$ cat src/hdl/dsi_phy_pkg.sv
//////////////////////////////
// D-PHY side definitions
// lane byte type, clock patterns, LP line states
//////////////////////////////

package dsi_phy_pkg;

   // one byte per lane per byte clock towards the SERDES
   typedef logic [7:0] lane_byte_t;

   // HS clock lane toggles every bit
   localparam lane_byte_t CLK_PATTERN_POS = 8'hAA;
   localparam lane_byte_t CLK_PATTERN_NEG = 8'h55;

   localparam int LP_BITS_PER_BYTE = 8;
   localparam int MAX_LANES        = 4;

   // LP-11 stop state, {p, n}
   localparam logic [1:0] LP_STATE_STOP = 2'b11;

   // low-power transmit request from the register file
   typedef struct packed {
      lane_byte_t data;
      logic       valid;
   } lp_tx_t;

endpackage

$ cat src/hdl/dsi_reg_pkg.sv
//////////////////////////////
// register map of the DSI lane controller
// control register fields and APB bus structs
//////////////////////////////

package dsi_reg_pkg;

   localparam int CSR_ADDR_BITS = 8;
   localparam int TICK_DIV_BITS = 12;

   // byte addresses
   localparam logic [CSR_ADDR_BITS-1:0] REG_TICK_DIV   = 8'h00;
   localparam logic [CSR_ADDR_BITS-1:0] REG_DSI_CTL    = 8'h04;
   localparam logic [CSR_ADDR_BITS-1:0] REG_LP_TX      = 8'h08;
   localparam logic [CSR_ADDR_BITS-1:0] REG_GPIO       = 8'h0C;
   localparam logic [CSR_ADDR_BITS-1:0] REG_LANE_CTRL  = 8'h10;
   localparam logic [CSR_ADDR_BITS-1:0] REG_HS_PATTERN = 8'h14;

   typedef struct packed {
      logic [2:0] num_lanes;
      logic       lp_ready;
      logic       lp_request;
      logic       clk_en;
   } dsi_ctl_t;

   // field order matches the LANE_CTRL bit layout
   typedef struct packed {
      logic       clock_polarity;
      logic       clock_invert;
      logic [3:0] lane_invert;
      logic [7:0] lane_mux;
   } lane_ctrl_t;

   // field order matches the GPIO bit layout
   typedef struct packed {
      logic [2:0] gpio;
      logic       dsi_reset_n;
   } gpio_t;

   typedef struct packed {
      logic [CSR_ADDR_BITS-1:0] paddr;
      logic                     psel;
      logic                     penable;
      logic                     pwrite;
      logic [31:0]              pwdata;
   } apb_req_t;

   typedef struct packed {
      logic [31:0] prdata;
      logic        pready;
      logic        pslverr;
   } apb_rsp_t;

endpackage

$ cat src/hdl/dsi_clock_lane.sv
//////////////////////////////
// HS clock lane pattern
// clock lane LP pins
//////////////////////////////

`timescale 1ns/1ps

module dsi_clock_lane (
   input  logic                    clk_dsi_i,
   input  logic                    rst_n_dsi_i,
   input  logic                    clk_en_i,
   input  logic                    clock_invert_i,
   input  logic                    clock_polarity_i,
   output dsi_phy_pkg::lane_byte_t data_o,
   output logic                    oe_o,
   output logic                    clk_lp_p_o,
   output logic                    clk_lp_n_o,
   output logic                    clk_lp_oe_o
);

   import dsi_phy_pkg::*;

   lane_byte_t pattern;

   always_comb begin
      if (!clk_en_i) begin
         pattern = '0;
      end else begin
         pattern = clock_polarity_i ? CLK_PATTERN_NEG : CLK_PATTERN_POS;
      end
      // inversion also applies to the stopped clock
      if (clock_invert_i) begin
         pattern = ~pattern;
      end
   end

   always_ff @(posedge clk_dsi_i) begin
      if (!rst_n_dsi_i) begin
         data_o <= '0;
         oe_o   <= 1'b0;
      end else begin
         data_o <= pattern;
         oe_o   <= clk_en_i;
      end
   end

   assign {clk_lp_p_o, clk_lp_n_o} = LP_STATE_STOP;
   assign clk_lp_oe_o = ~clk_en_i;

endmodule

$ cat src/hdl/dsi_core.sv
//////////////////////////////
// DSI transmitter lane controller top
//////////////////////////////

`timescale 1ns/1ps

module dsi_core #(
   parameter int g_lanes = 3
) (
   input  logic                      clk_dsi_i,
   input  logic                      rst_n_dsi_i,
   input  dsi_reg_pkg::apb_req_t     apb_req_i,
   output dsi_reg_pkg::apb_rsp_t     apb_rsp_o,
   // clock lane in the last byte
   output logic [(g_lanes+1)*8-1:0]  serdes_data_o,
   output logic [g_lanes:0]          serdes_oe_o,
   output logic [g_lanes-1:0]        dsi_lp_p_o,
   output logic [g_lanes-1:0]        dsi_lp_n_o,
   output logic [g_lanes-1:0]        dsi_lp_oe_o,
   output logic                      dsi_clk_lp_p_o,
   output logic                      dsi_clk_lp_n_o,
   output logic                      dsi_clk_lp_oe_o,
   output logic                      dsi_reset_n_o,
   output logic [2:0]                dsi_gpio_o
);

   import dsi_reg_pkg::*;
   import dsi_phy_pkg::*;

   dsi_ctl_t                 ctl;
   lane_ctrl_t               lane_cfg;
   logic [TICK_DIV_BITS-1:0] tick_div;
   logic [23:0]              hs_pattern;
   lp_tx_t                   lp_req;
   logic                     lp_ready;
   logic                     tick;

   dsi_csr_regs #(.g_lanes(g_lanes)) u_csr_regs (
      .clk_dsi_i     (clk_dsi_i),
      .rst_n_dsi_i   (rst_n_dsi_i),
      .apb_req_i     (apb_req_i),
      .apb_rsp_o     (apb_rsp_o),
      .lp_ready_i    (lp_ready),
      .ctl_o         (ctl),
      .lane_cfg_o    (lane_cfg),
      .tick_div_o    (tick_div),
      .hs_pattern_o  (hs_pattern),
      .lp_req_o      (lp_req),
      .dsi_reset_n_o (dsi_reset_n_o),
      .dsi_gpio_o    (dsi_gpio_o)
   );

   dsi_tick_gen u_tick_gen (
      .clk_dsi_i   (clk_dsi_i),
      .rst_n_dsi_i (rst_n_dsi_i),
      .tick_div_i  (tick_div),
      .tick_o      (tick)
   );

   dsi_lp_tx #(.g_lanes(g_lanes)) u_lp_tx (
      .clk_dsi_i   (clk_dsi_i),
      .rst_n_dsi_i (rst_n_dsi_i),
      .tick_i      (tick),
      .lp_req_i    (lp_req),
      .lane_mux_i  (lane_cfg.lane_mux),
      .lp_ready_o  (lp_ready),
      .lp_p_o      (dsi_lp_p_o),
      .lp_n_o      (dsi_lp_n_o)
   );

   dsi_lane_map #(.g_lanes(g_lanes)) u_lane_map (
      .clk_dsi_i    (clk_dsi_i),
      .rst_n_dsi_i  (rst_n_dsi_i),
      .hs_pattern_i (hs_pattern),
      .lane_cfg_i   (lane_cfg),
      .num_lanes_i  (ctl.num_lanes),
      .lp_request_i (ctl.lp_request),
      .data_o       (serdes_data_o[g_lanes*8-1:0]),
      .oe_o         (serdes_oe_o[g_lanes-1:0])
   );

   dsi_clock_lane u_clock_lane (
      .clk_dsi_i        (clk_dsi_i),
      .rst_n_dsi_i      (rst_n_dsi_i),
      .clk_en_i         (ctl.clk_en),
      .clock_invert_i   (lane_cfg.clock_invert),
      .clock_polarity_i (lane_cfg.clock_polarity),
      .data_o           (serdes_data_o[g_lanes*8 +: 8]),
      .oe_o             (serdes_oe_o[g_lanes]),
      .clk_lp_p_o       (dsi_clk_lp_p_o),
      .clk_lp_n_o       (dsi_clk_lp_n_o),
      .clk_lp_oe_o      (dsi_clk_lp_oe_o)
   );

   // LP drivers on all data lanes follow the LP mode request
   assign dsi_lp_oe_o = {g_lanes{ctl.lp_request}};

endmodule

$ cat src/hdl/dsi_csr_regs.sv
//////////////////////////////
// APB slave and control register file
// LP_TX acceptance and LP request pulse
//////////////////////////////

`timescale 1ns/1ps

module dsi_csr_regs #(
   parameter int g_lanes = 3
) (
   input  logic                                   clk_dsi_i,
   input  logic                                   rst_n_dsi_i,
   input  dsi_reg_pkg::apb_req_t                  apb_req_i,
   output dsi_reg_pkg::apb_rsp_t                  apb_rsp_o,
   input  logic                                   lp_ready_i,
   output dsi_reg_pkg::dsi_ctl_t                  ctl_o,
   output dsi_reg_pkg::lane_ctrl_t                lane_cfg_o,
   output logic [dsi_reg_pkg::TICK_DIV_BITS-1:0]  tick_div_o,
   output logic [23:0]                            hs_pattern_o,
   output dsi_phy_pkg::lp_tx_t                    lp_req_o,
   output logic                                   dsi_reset_n_o,
   output logic [2:0]                             dsi_gpio_o
);

   import dsi_reg_pkg::*;
   import dsi_phy_pkg::*;

   localparam logic [2:0] c_lanes = 3'(g_lanes);

   logic                     access;
   logic                     wr_en;
   logic                     mapped;
   logic                     lp_accept;
   logic [31:0]              rdata;

   logic [TICK_DIV_BITS-1:0] tick_div_q;
   logic                     clk_en_q;
   logic                     lp_request_q;
   logic [2:0]               num_lanes_q;
   gpio_t                    gpio_q;
   lane_ctrl_t               lane_cfg_q;
   logic [23:0]              hs_pattern_q;
   logic                     lp_valid_q;
   lane_byte_t               lp_data_q;

   //////////////////////////////
   // bus decode
   //////////////////////////////

   assign access = apb_req_i.psel & apb_req_i.penable;
   assign wr_en  = access & apb_req_i.pwrite;

   // LP byte only while in LP mode and the serializer is idle
   assign lp_accept = wr_en && (apb_req_i.paddr == REG_LP_TX) && apb_req_i.pwdata[8] &&
                      lp_request_q && lp_ready_i;

   always_comb begin
      mapped = 1'b1;
      rdata  = '0;
      case (apb_req_i.paddr)
         REG_TICK_DIV:   rdata = 32'(tick_div_q);
         REG_DSI_CTL:    rdata = {21'b0, num_lanes_q, 5'b0, lp_ready_i, lp_request_q, clk_en_q};
         REG_LP_TX:      rdata = '0;
         REG_GPIO:       rdata = 32'(gpio_q);
         REG_LANE_CTRL:  rdata = 32'(lane_cfg_q);
         REG_HS_PATTERN: rdata = {8'b0, hs_pattern_q};
         default:        mapped = 1'b0;
      endcase
   end

   assign apb_rsp_o = '{prdata: rdata, pready: access, pslverr: access & ~mapped};

   //////////////////////////////
   // registers
   //////////////////////////////

   always_ff @(posedge clk_dsi_i) begin
      if (!rst_n_dsi_i) begin
         tick_div_q   <= '0;
         clk_en_q     <= 1'b0;
         lp_request_q <= 1'b0;
         num_lanes_q  <= '0;
         gpio_q       <= '0;
         lane_cfg_q   <= '0;
         hs_pattern_q <= '0;
         lp_valid_q   <= 1'b0;
      end else begin
         lp_valid_q <= lp_accept;
         if (wr_en) begin
            case (apb_req_i.paddr)
               REG_TICK_DIV: tick_div_q <= apb_req_i.pwdata[TICK_DIV_BITS-1:0];
               REG_DSI_CTL: begin
                  clk_en_q     <= apb_req_i.pwdata[0];
                  lp_request_q <= apb_req_i.pwdata[1];
                  num_lanes_q  <= apb_req_i.pwdata[10:8];
               end
               REG_GPIO:       gpio_q <= gpio_t'(apb_req_i.pwdata[$bits(gpio_t)-1:0]);
               REG_LANE_CTRL:  lane_cfg_q <=
                                  lane_ctrl_t'(apb_req_i.pwdata[$bits(lane_ctrl_t)-1:0]);
               REG_HS_PATTERN: hs_pattern_q <= apb_req_i.pwdata[23:0];
               default: ;
            endcase
         end
      end
   end

   // byte held for the serializer load
   always_ff @(posedge clk_dsi_i) begin
      if (lp_accept) begin
         lp_data_q <= apb_req_i.pwdata[7:0];
      end
   end

   // lanes above the instantiated count never exist downstream
   assign ctl_o = '{num_lanes:  (num_lanes_q > c_lanes) ? c_lanes : num_lanes_q,
                    lp_ready:   lp_ready_i,
                    lp_request: lp_request_q,
                    clk_en:     clk_en_q};

   assign lane_cfg_o    = lane_cfg_q;
   assign tick_div_o    = tick_div_q;
   assign hs_pattern_o  = hs_pattern_q;
   assign lp_req_o      = '{data: lp_data_q, valid: lp_valid_q};
   assign dsi_reset_n_o = gpio_q.dsi_reset_n;
   assign dsi_gpio_o    = gpio_q.gpio;

endmodule

$ cat src/hdl/dsi_lane_map.sv
//////////////////////////////
// HS data lane steering
// byte select, lane count mask, inversion
//////////////////////////////

`timescale 1ns/1ps

module dsi_lane_map #(
   parameter int g_lanes = 3
) (
   input  logic                                 clk_dsi_i,
   input  logic                                 rst_n_dsi_i,
   input  logic [23:0]                          hs_pattern_i,
   input  dsi_reg_pkg::lane_ctrl_t              lane_cfg_i,
   input  logic [2:0]                           num_lanes_i,
   input  logic                                 lp_request_i,
   output dsi_phy_pkg::lane_byte_t [g_lanes-1:0] data_o,
   output logic [g_lanes-1:0]                   oe_o
);

   import dsi_phy_pkg::*;

   lane_byte_t [g_lanes-1:0] data_next;

   always_comb begin
      logic [1:0] sel;
      lane_byte_t lane_byte;
      for (int i = 0; i < g_lanes; i++) begin
         sel = lane_cfg_i.lane_mux[2*i +: 2];
         // select 3 and disabled lanes carry zero
         if ((sel == 2'd3) || (i >= int'(num_lanes_i))) begin
            lane_byte = '0;
         end else begin
            lane_byte = hs_pattern_i[8*sel +: 8];
         end
         if (lane_cfg_i.lane_invert[i]) begin
            lane_byte = ~lane_byte;
         end
         data_next[i] = lane_byte;
      end
   end

   always_ff @(posedge clk_dsi_i) begin
      if (!rst_n_dsi_i) begin
         data_o <= '0;
         oe_o   <= '0;
      end else begin
         data_o <= data_next;
         oe_o   <= {g_lanes{~lp_request_i}};
      end
   end

endmodule

$ cat src/hdl/dsi_lp_tx.sv
//////////////////////////////
// low-power byte serializer
// MSB first, one bit per tick, lanes with mux 0 only
//////////////////////////////

`timescale 1ns/1ps

module dsi_lp_tx #(
   parameter int g_lanes = 3
) (
   input  logic                                  clk_dsi_i,
   input  logic                                  rst_n_dsi_i,
   input  logic                                  tick_i,
   input  dsi_phy_pkg::lp_tx_t                   lp_req_i,
   input  logic [2*dsi_phy_pkg::MAX_LANES-1:0]   lane_mux_i,
   output logic                                  lp_ready_o,
   output logic [g_lanes-1:0]                    lp_p_o,
   output logic [g_lanes-1:0]                    lp_n_o
);

   import dsi_phy_pkg::*;

   localparam int c_cnt_bits = $clog2(LP_BITS_PER_BYTE);
   localparam logic [c_cnt_bits-1:0] c_last_bit = c_cnt_bits'(LP_BITS_PER_BYTE - 1);

   logic                  busy_q;
   logic                  active_q;
   logic [c_cnt_bits-1:0] bit_cnt_q;
   lane_byte_t            shift_q;

   // busy waits for the first tick, active marks bits on the wire
   always_ff @(posedge clk_dsi_i) begin
      if (!rst_n_dsi_i) begin
         busy_q    <= 1'b0;
         active_q  <= 1'b0;
         bit_cnt_q <= '0;
      end else if (!busy_q) begin
         if (lp_req_i.valid) begin
            busy_q    <= 1'b1;
            bit_cnt_q <= '0;
         end
      end else if (tick_i) begin
         if (!active_q) begin
            active_q <= 1'b1;
         end else if (bit_cnt_q == c_last_bit) begin
            active_q <= 1'b0;
            busy_q   <= 1'b0;
         end else begin
            bit_cnt_q <= bit_cnt_q + 1'b1;
         end
      end
   end

   always_ff @(posedge clk_dsi_i) begin
      if (!busy_q && lp_req_i.valid) begin
         shift_q <= lp_req_i.data;
      end else if (active_q && tick_i) begin
         shift_q <= {shift_q[6:0], 1'b0};
      end
   end

   assign lp_ready_o = ~busy_q;

   // idle lanes and unselected lanes sit in LP-11
   always_comb begin
      for (int i = 0; i < g_lanes; i++) begin
         if (active_q && (lane_mux_i[2*i +: 2] == 2'd0)) begin
            lp_p_o[i] = shift_q[7];
            lp_n_o[i] = ~shift_q[7];
         end else begin
            lp_p_o[i] = LP_STATE_STOP[1];
            lp_n_o[i] = LP_STATE_STOP[0];
         end
      end
   end

endmodule

$ cat src/hdl/dsi_tick_gen.sv
//////////////////////////////
// LP bit-period tick divider
//////////////////////////////

`timescale 1ns/1ps

module dsi_tick_gen (
   input  logic                                  clk_dsi_i,
   input  logic                                  rst_n_dsi_i,
   input  logic [dsi_reg_pkg::TICK_DIV_BITS-1:0] tick_div_i,
   output logic                                  tick_o
);

   import dsi_reg_pkg::*;

   logic [TICK_DIV_BITS-1:0] count_q;

   // one pulse every tick_div_i + 1 cycles
   always_ff @(posedge clk_dsi_i) begin
      if (!rst_n_dsi_i) begin
         count_q <= '0;
         tick_o  <= 1'b0;
      end else if (count_q >= tick_div_i) begin
         count_q <= '0;
         tick_o  <= 1'b1;
      end else begin
         count_q <= count_q + 1'b1;
         tick_o  <= 1'b0;
      end
   end

endmodule

$ cat config.mk
export PLATFORM = sky130hd
export DESIGN_NAME = dsi_core
export DESIGN_NICKNAME = d
export VERILOG_FILES = /design/src/hdl/dsi_phy_pkg.sv /design/src/hdl/dsi_reg_pkg.sv /design/src/hdl/dsi_clock_lane.sv /design/src/hdl/dsi_core.sv /design/src/hdl/dsi_csr_regs.sv /design/src/hdl/dsi_lane_map.sv /design/src/hdl/dsi_lp_tx.sv /design/src/hdl/dsi_tick_gen.sv
export SDC_FILE = /design/constraint.sdc
export NUM_CORES = 1
export LEC_CHECK = 0
export BUFFER_PORTS_ARGS = -buffer_cell sky130_fd_sc_hd__buf_2
export CAP_MARGIN = 30
export CORE_ASPECT_RATIO = 0.6
export CORE_MARGIN = 5
export CORE_UTILIZATION = 46
export CTS_CLUSTER_SIZE = 28
export DETAILED_ROUTE_END_ITERATION = 8
export GPL_ROUTABILITY_DRIVEN = 0
export PLACE_DENSITY = 0.71
export RECOVER_POWER = 50
export SLEW_MARGIN = 20
export SYNTH_ARGS = -nofsm -noshare
export SYNTH_HDL_FRONTEND = slang
export SYNTH_SLANG_ARGS = --single-unit
$ cat constraint.sdc
create_clock -name clk_dsi_i -period 3.2 [get_ports clk_dsi_i]
set_input_delay 0.32 -clock clk_dsi_i [delete_from_list [all_inputs] [get_ports clk_dsi_i]]
set_output_delay 0.32 -clock clk_dsi_i [all_outputs]
set_load 0.03 [all_outputs]
# Yosys cells after proc, flatten, opt, wreduce, memory -nomap -nowiden
# Cells that the tools add are included.
dict set report classes {
  addsub 2
  n_lt_le_gt_ge 5
  n_eq_ne 12
  shifts 3
  n_mux 31
  bitwise 13
  reduce_logical 28
}
# operator count
set op_table {}
lappend op_table {{case mux 24 bit (5 select lines)} 1}
lappend op_table {{two-way mux 8 bit} 11}
lappend op_table {{variable part select 24 x 6 -> 8 bit} 3}
lappend op_table {{NOT 8 bit} 4}
lappend op_table {{two-way mux 3 bit} 6}
lappend op_table {{equality test 8 x 4 -> 1 bit (second input constant)} 2}
lappend op_table {{equality test 8 x 5 -> 1 bit (second input constant)} 2}
lappend op_table {{two-way mux 1 bit} 13}
lappend op_table {{adder 12 x 1 -> 12 bit (second input constant)} 1}
lappend op_table {{>= comparator 12 bit} 1}
lappend op_table {{AND reduction 2 bit} 6}
lappend op_table {{logical AND 1 bit} 9}
lappend op_table {{equality test 8 x 3 -> 1 bit (second input constant)} 1}
lappend op_table {{logical NOT 8 bit} 1}
lappend op_table {{equality test 2 bit (second input constant)} 3}
lappend op_table {{>= comparator 1 x 3 -> 1 bit (first input constant)} 2}
lappend op_table {{logical NOT 2 bit} 3}
lappend op_table {{!= test 2 bit (second input constant)} 3}
lappend op_table {{NOT 1 bit} 6}
lappend op_table {{OR reduction 6 bit} 1}
lappend op_table {{AND reduction 4 bit} 1}
lappend op_table {{nonzero test 2 bit} 2}
lappend op_table {{adder 3 x 1 -> 3 bit (second input constant)} 1}
lappend op_table {{AND 1 bit} 3}
lappend op_table {{other kinds (6)} 8}
dict set report word_totals {
  regBits 128
  in_bits 45
  out_inout_bits 86
  word_cells 119
}

# Longest topological paths before layout
dict set report logic_depth {
  word_depth 7
  mapped_depth 7
  mapped_depth_nobuf 6
}

# Modules after synthesis
# Synthesis repeated with hierarchy kept, for this count alone.
dict set report unflattened {
  hier_cells 685
  hier_area_um2 6511.2
}
# module n_inst cells_per_inst area_per_inst_um2 seq_area_each_um2
set modules_own_cells {}
lappend modules_own_cells {dsi_csr_regs 1 323 3188.1 1441.4}
lappend modules_own_cells {dsi_lane_map 1 176 1589.0 500.5}
lappend modules_own_cells {dsi_tick_gen 1 95 907.1 260.2}
lappend modules_own_cells {dsi_lp_tx 1 69 635.6 340.3}
lappend modules_own_cells {dsi_clock_lane 1 20 176.4 60.1}
lappend modules_own_cells {dsi_core 1 2 15.0 0.0}

# Least setup slack after synthesis
# Ideal clock, no wire load.
dict set report synth_timing {
  kind {in2out}
  from {input apb_req_i[38] (netlist name)}
  to {output apb_rsp_o[10] (netlist name)}
  arrival_ns 1.692
  t_required_ns 2.880
  path_slack_ns 1.188
  cell_stages 3
  path_buffers 1
  path_cell_list {or4b_1 buf_2 o21ai_0}
}
# item line
set synth_lines {}
lappend synth_lines {{start, declared} dsi_core.sv:12} ;# input dsi_reg_pkg::apb_req_t apb_req_i,
lappend synth_lines {{end, declared} dsi_core.sv:13} ;# output dsi_reg_pkg::apb_rsp_t apb_rsp_o,

==> PnR_summary.wiki <==
{| class="wikitable"
! Metric !! Value
|-
| Critical path data required time || approximately 2900 ps
|-
| Cts-stage hold buffer count || 0
|-
| Level count of the clock H-tree || 4
|-
| Area growth, synth to finish || 15.0%
|-
| Number of remaining DRC errors || 0
|-
| Worst Setup Start Kind || primary input
|-
| Reg clk slew, reported paths || 60 ps
|-
| Layout cells sized above 1 || 13.3%
|-
| Area of the mapped netlist || 6220 sq um
|-
| Routed Antenna Nets || 0
|-
| Worst path arrival time || approximately 2500 ps
|-
| Total negative setup slack || 0 ps
|-
| DR WL/cell || about 19 microns
|-
| Final setup viols || 0
|-
| Remaining global-route overflow || 0
|-
| Site row count || 32
|-
| Final critical delay including setup and external delays || 2820 ps
|-
| Clock Latency Late Sink || 410 ps
|-
| Number of flops mapped to enable cells by yosys || 16
|-
| Number of cells in the finished layout apart from fillers || just under 1000
|-
| Type of element capturing the critical path || output port
|-
| Worst-case vdd ir drop || roughly 0.28 mV
|-
| Wire length of the first global-routing pass || roughly 29 mm
|-
| Initial Utilization || roughly 48%
|-
| Quantity of gates resized following cts || 0
|-
| Detailed Route WL || approximately 18 mm
|-
| Critical setup path kind || primary input to output port
|-
| Violated checks || max-capacitance violations, max-slew violations
|-
| Number of global-route vias before repair || approximately 5600
|-
| Final Hold Violating Endpoints || 0
|-
| Transition time at the pin with the least slew margin || around 1700 ps
|-
| Synth Flop Type || sky130_fd_sc_hd__dfxtp_1
|-
| Number of storage elements in the synthesis netlist || ~120
|-
| Max cap viols || 1
|-
| Post-place instance area || between 6000 and 7000 sq um
|-
| Fin Clk Skew || between 8 and 9 ps
|-
| Final HPWL DP || 12.9 mm
|-
| Clock tree from TritonCTS || yes
|-
| Class of the most critical hold timing path || primary input to flip-flop
|-
| Syn. warnings || 0
|-
| TritonCTS buffer count || 17
|-
| Tot GR Track Use || 22.7%
|-
| I/O pin count || 131
|-
| Number of antenna repair diodes || 0
|-
| Final instance area || just over 7000 sq um
|-
| Portion of the clock cycle consumed by the worst path in the final layout || 88.2%
|-
| Max-Slew Margin vs Limit || -13.1%
|-
| Top fanout value on the critical path || 19
|-
| Power per cell area || 500 nW/um^2
|-
| Setup repair after global routing missed its margin || false
|-
| Chip Width || between 150 and 200 microns
|-
| Die Outline Area || approximately 16000 sq um
|-
| Part of the Yosys area used for sequential elements || 41.8%
|-
| Setup fix buffers added after clock tree synthesis || 0
|-
| Number of placed cells counting well taps || 947
|-
| Overall die height || ~100 microns
|-
| Core Region || ~13000 sq um
|-
| CTS root buf || sky130_fd_sc_hd__clkbuf_16
|-
| Routed via count divided by cell count || ~6
|-
| Run status || finished with violations
|-
| Unique masters post-synth || 55
|-
| Max Transition Viols Final || 85
|-
| Maximum operating frequency || 0.354 GHz
|-
| Share of synthesized flip-flops with an asynchronous set or reset || 0%
|-
| Number of buffer cells added on primary ports || about 110
|-
| Maximum number of pins on one net before global-route repair || between 80 and 90
|-
| Synthesized area divided by synthesized cell count || about 8.6 sq um
|-
| Total number of vias || 5728
|-
| Maximum buffer depth of the clock tree || 2
|-
| Initial antenna violation count || 0
|-
| Synthesized instance count || between 700 and 800
|-
| Static Leakage || 2.56 nW
|-
| Worst Hold Margin || roughly 150 ps
|-
| First-iteration detailed-routing DRC count || ~670
|-
| Clock tree sinks || about 120
|-
| Number of nets at the end of the flow || 856
|-
| Count of TritonRoute iterations in the first routing pass || 5
|}
registers in the layout, indices dropped and copies added (netlist names), 2 cells and up:
| name | flops |
|---|---|
| u_csr_regs.hs_pattern_o | 24 |
| u_lane_map.data_o | 24 |
| u_csr_regs.lane_cfg_o | 14 |
| u_csr_regs.tick_div_o | 12 |
| u_tick_gen.count_q | 12 |
| u_csr_regs.lp_data_q | 8 |
| u_lp_tx.shift_q | 8 |
| u_csr_regs.dsi_gpio_o | 3 |
| u_csr_regs.num_lanes_q | 3 |
| u_lp_tx.bit_cnt_q | 3 |
| u_clock_lane.data_o | 2 |
per-layer routing:
layer	vias up	global-route usage (%)	share of wire, %
li1	2690	-	-
met1	2690	30.3	43
met2	311	35.9	45
met3	37	6.07	10
met4	0	7.67	1.7
met5	-	0	0
critical path: stages:
cell,delay [ps]
sky130_fd_sc_hd__buf_2,120
sky130_fd_sc_hd__nor4_2,260
sky130_fd_sc_hd__buf_4,240
sky130_fd_sc_hd__and2_0,860
sky130_fd_sc_hd__a22oi_1,260
sky130_fd_sc_hd__o211ai_1,180
sky130_fd_sc_hd__buf_2,250
cells in the mapped netlist, types with 2 or more instances:
cell	count	area [sq um]
sky130_fd_sc_hd__nand4_1	4	25.0
sky130_fd_sc_hd__or4b_1	2	20.0
sky130_fd_sc_hd__buf_1	3	11.3
sky130_fd_sc_hd__nor3b_1	3	22.5
sky130_fd_sc_hd__buf_8	2	30.0
sky130_fd_sc_hd__o211ai_1	2	15.0
sky130_fd_sc_hd__xor2_1	3	26.3
sky130_fd_sc_hd__nor3_1	15	75.1
sky130_fd_sc_hd__nor4_1	2	12.5
sky130_fd_sc_hd__nor4_2	2	25.0
sky130_fd_sc_hd__mux2_2	8	90.1
sky130_fd_sc_hd__a21o_1	3	22.5
sky130_fd_sc_hd__nor2b_1	28	175
sky130_fd_sc_hd__a22oi_1	15	113
sky130_fd_sc_hd__dfxtp_1	106	2120
sky130_fd_sc_hd__buf_4	29	218
sky130_fd_sc_hd__or3_1	13	81.3
sky130_fd_sc_hd__buf_2	15	75.1
sky130_fd_sc_hd__a2bb2oi_1	11	96.3
sky130_fd_sc_hd__nand2_1	98	368
sky130_fd_sc_hd__ha_1	15	188
sky130_fd_sc_hd__and2_1	7	43.8
sky130_fd_sc_hd__clkbuf_1	24	90.1
sky130_fd_sc_hd__and3_1	12	75.1
sky130_fd_sc_hd__o31ai_1	13	97.6
sky130_fd_sc_hd__mux2i_1	21	210
sky130_fd_sc_hd__a211oi_1	12	90.1
sky130_fd_sc_hd__xnor2_1	8	70.1
sky130_fd_sc_hd__a22o_1	3	26.3
sky130_fd_sc_hd__nand3_1	41	205
sky130_fd_sc_hd__conb_1	2	7.51
sky130_fd_sc_hd__buf_6	3	33.8
sky130_fd_sc_hd__a21oi_1	83	415
sky130_fd_sc_hd__a222oi_1	3	30.0
sky130_fd_sc_hd__o21ai_0	21	105
sky130_fd_sc_hd__nor2_1	25	93.8
sky130_fd_sc_hd__or4_1	13	97.6
sky130_fd_sc_hd__o21a_1	2	15.0
sky130_fd_sc_hd__edfxtp_1	16	480
sky130_fd_sc_hd__inv_1	18	67.6
report_power, final:
group | switching, mW | internal [mW] | total [mW] | leakage (nW)
Combinational | 0.0897 | 0.0261 | 0.116 | 1.29
Clock | 0.699 | 1.21 | 1.91 | 0.274
Sequential | 0.00170 | 1.55 | 1.55 | 0.995
worst paths after layout:
check / cells after the start / end / slack [ps] / from
worst max-delay path: 7 / apb_rsp_o[2] / 380 / apb_req_i[40]
worst min-delay path: 3 / u_csr_regs.hs_pattern_o[21] / 150 / apb_req_i[21]
worst max register to register: 4 / u_lane_map.data_o[11] / 1150 / u_csr_regs.lane_cfg_o[2]
worst min register to register: 2 / u_csr_regs.lane_cfg_o[6] / 470 / u_csr_regs.lane_cfg_o[6]
kinds of logic after synthesis:
group,after synthesis,synth area share [%]
xor+xnor,11,1.55
flops,122,41.8
buf+inv,95,8.53
compound gates,172,17.0
other cells,2,0.121
simple gates,275,23.2
fa+ha+maj,15,3.02
mux,29,4.83
cells in the final DEF (no fill, tap or decap), types with 13 or more instances in the layout:
cell and count:
sky130_fd_sc_hd__dfxtp_1 106, sky130_fd_sc_hd__nand2_1 98, sky130_fd_sc_hd__a21oi_1 83, sky130_fd_sc_hd__buf_2 59, sky130_fd_sc_hd__clkbuf_1 57, sky130_fd_sc_hd__nand3_1 41
sky130_fd_sc_hd__nor2b_1 28, sky130_fd_sc_hd__nor2_1 25, sky130_fd_sc_hd__o21ai_0 21, sky130_fd_sc_hd__mux2i_1 21, sky130_fd_sc_hd__inv_1 18, sky130_fd_sc_hd__clkbuf_16 17
sky130_fd_sc_hd__edfxtp_1 16, sky130_fd_sc_hd__a22oi_1 15, sky130_fd_sc_hd__nor3_1 15, sky130_fd_sc_hd__ha_1 15, sky130_fd_sc_hd__or4_1 13, sky130_fd_sc_hd__or3_1 13
sky130_fd_sc_hd__o31ai_1 13
final cells by class:
cell class                      count  area (sq um)
Multi-Input combinational cell    512          3110
Clock inverter                     14           154
Tap cell                          170           213
Timing Repair Buffer              125           578
Clock buffer                       18           429
Inverter                           18          67.6
Sequential cell                   122          2600
Fill cell                        1203          5900
per-stage QoR:
stage	utilization (%)	power (mW)	setup WS, ps
after global placement	51.0	1.70	781
after global routing	54.8	3.68	282
final	54.8	3.58	378
after CTS	55.5	3.59	711
after detailed placement	51.0	1.70	717
after floorplan	-	1.66	1190
Note: power is estimated with default switching activity, not from simulation.
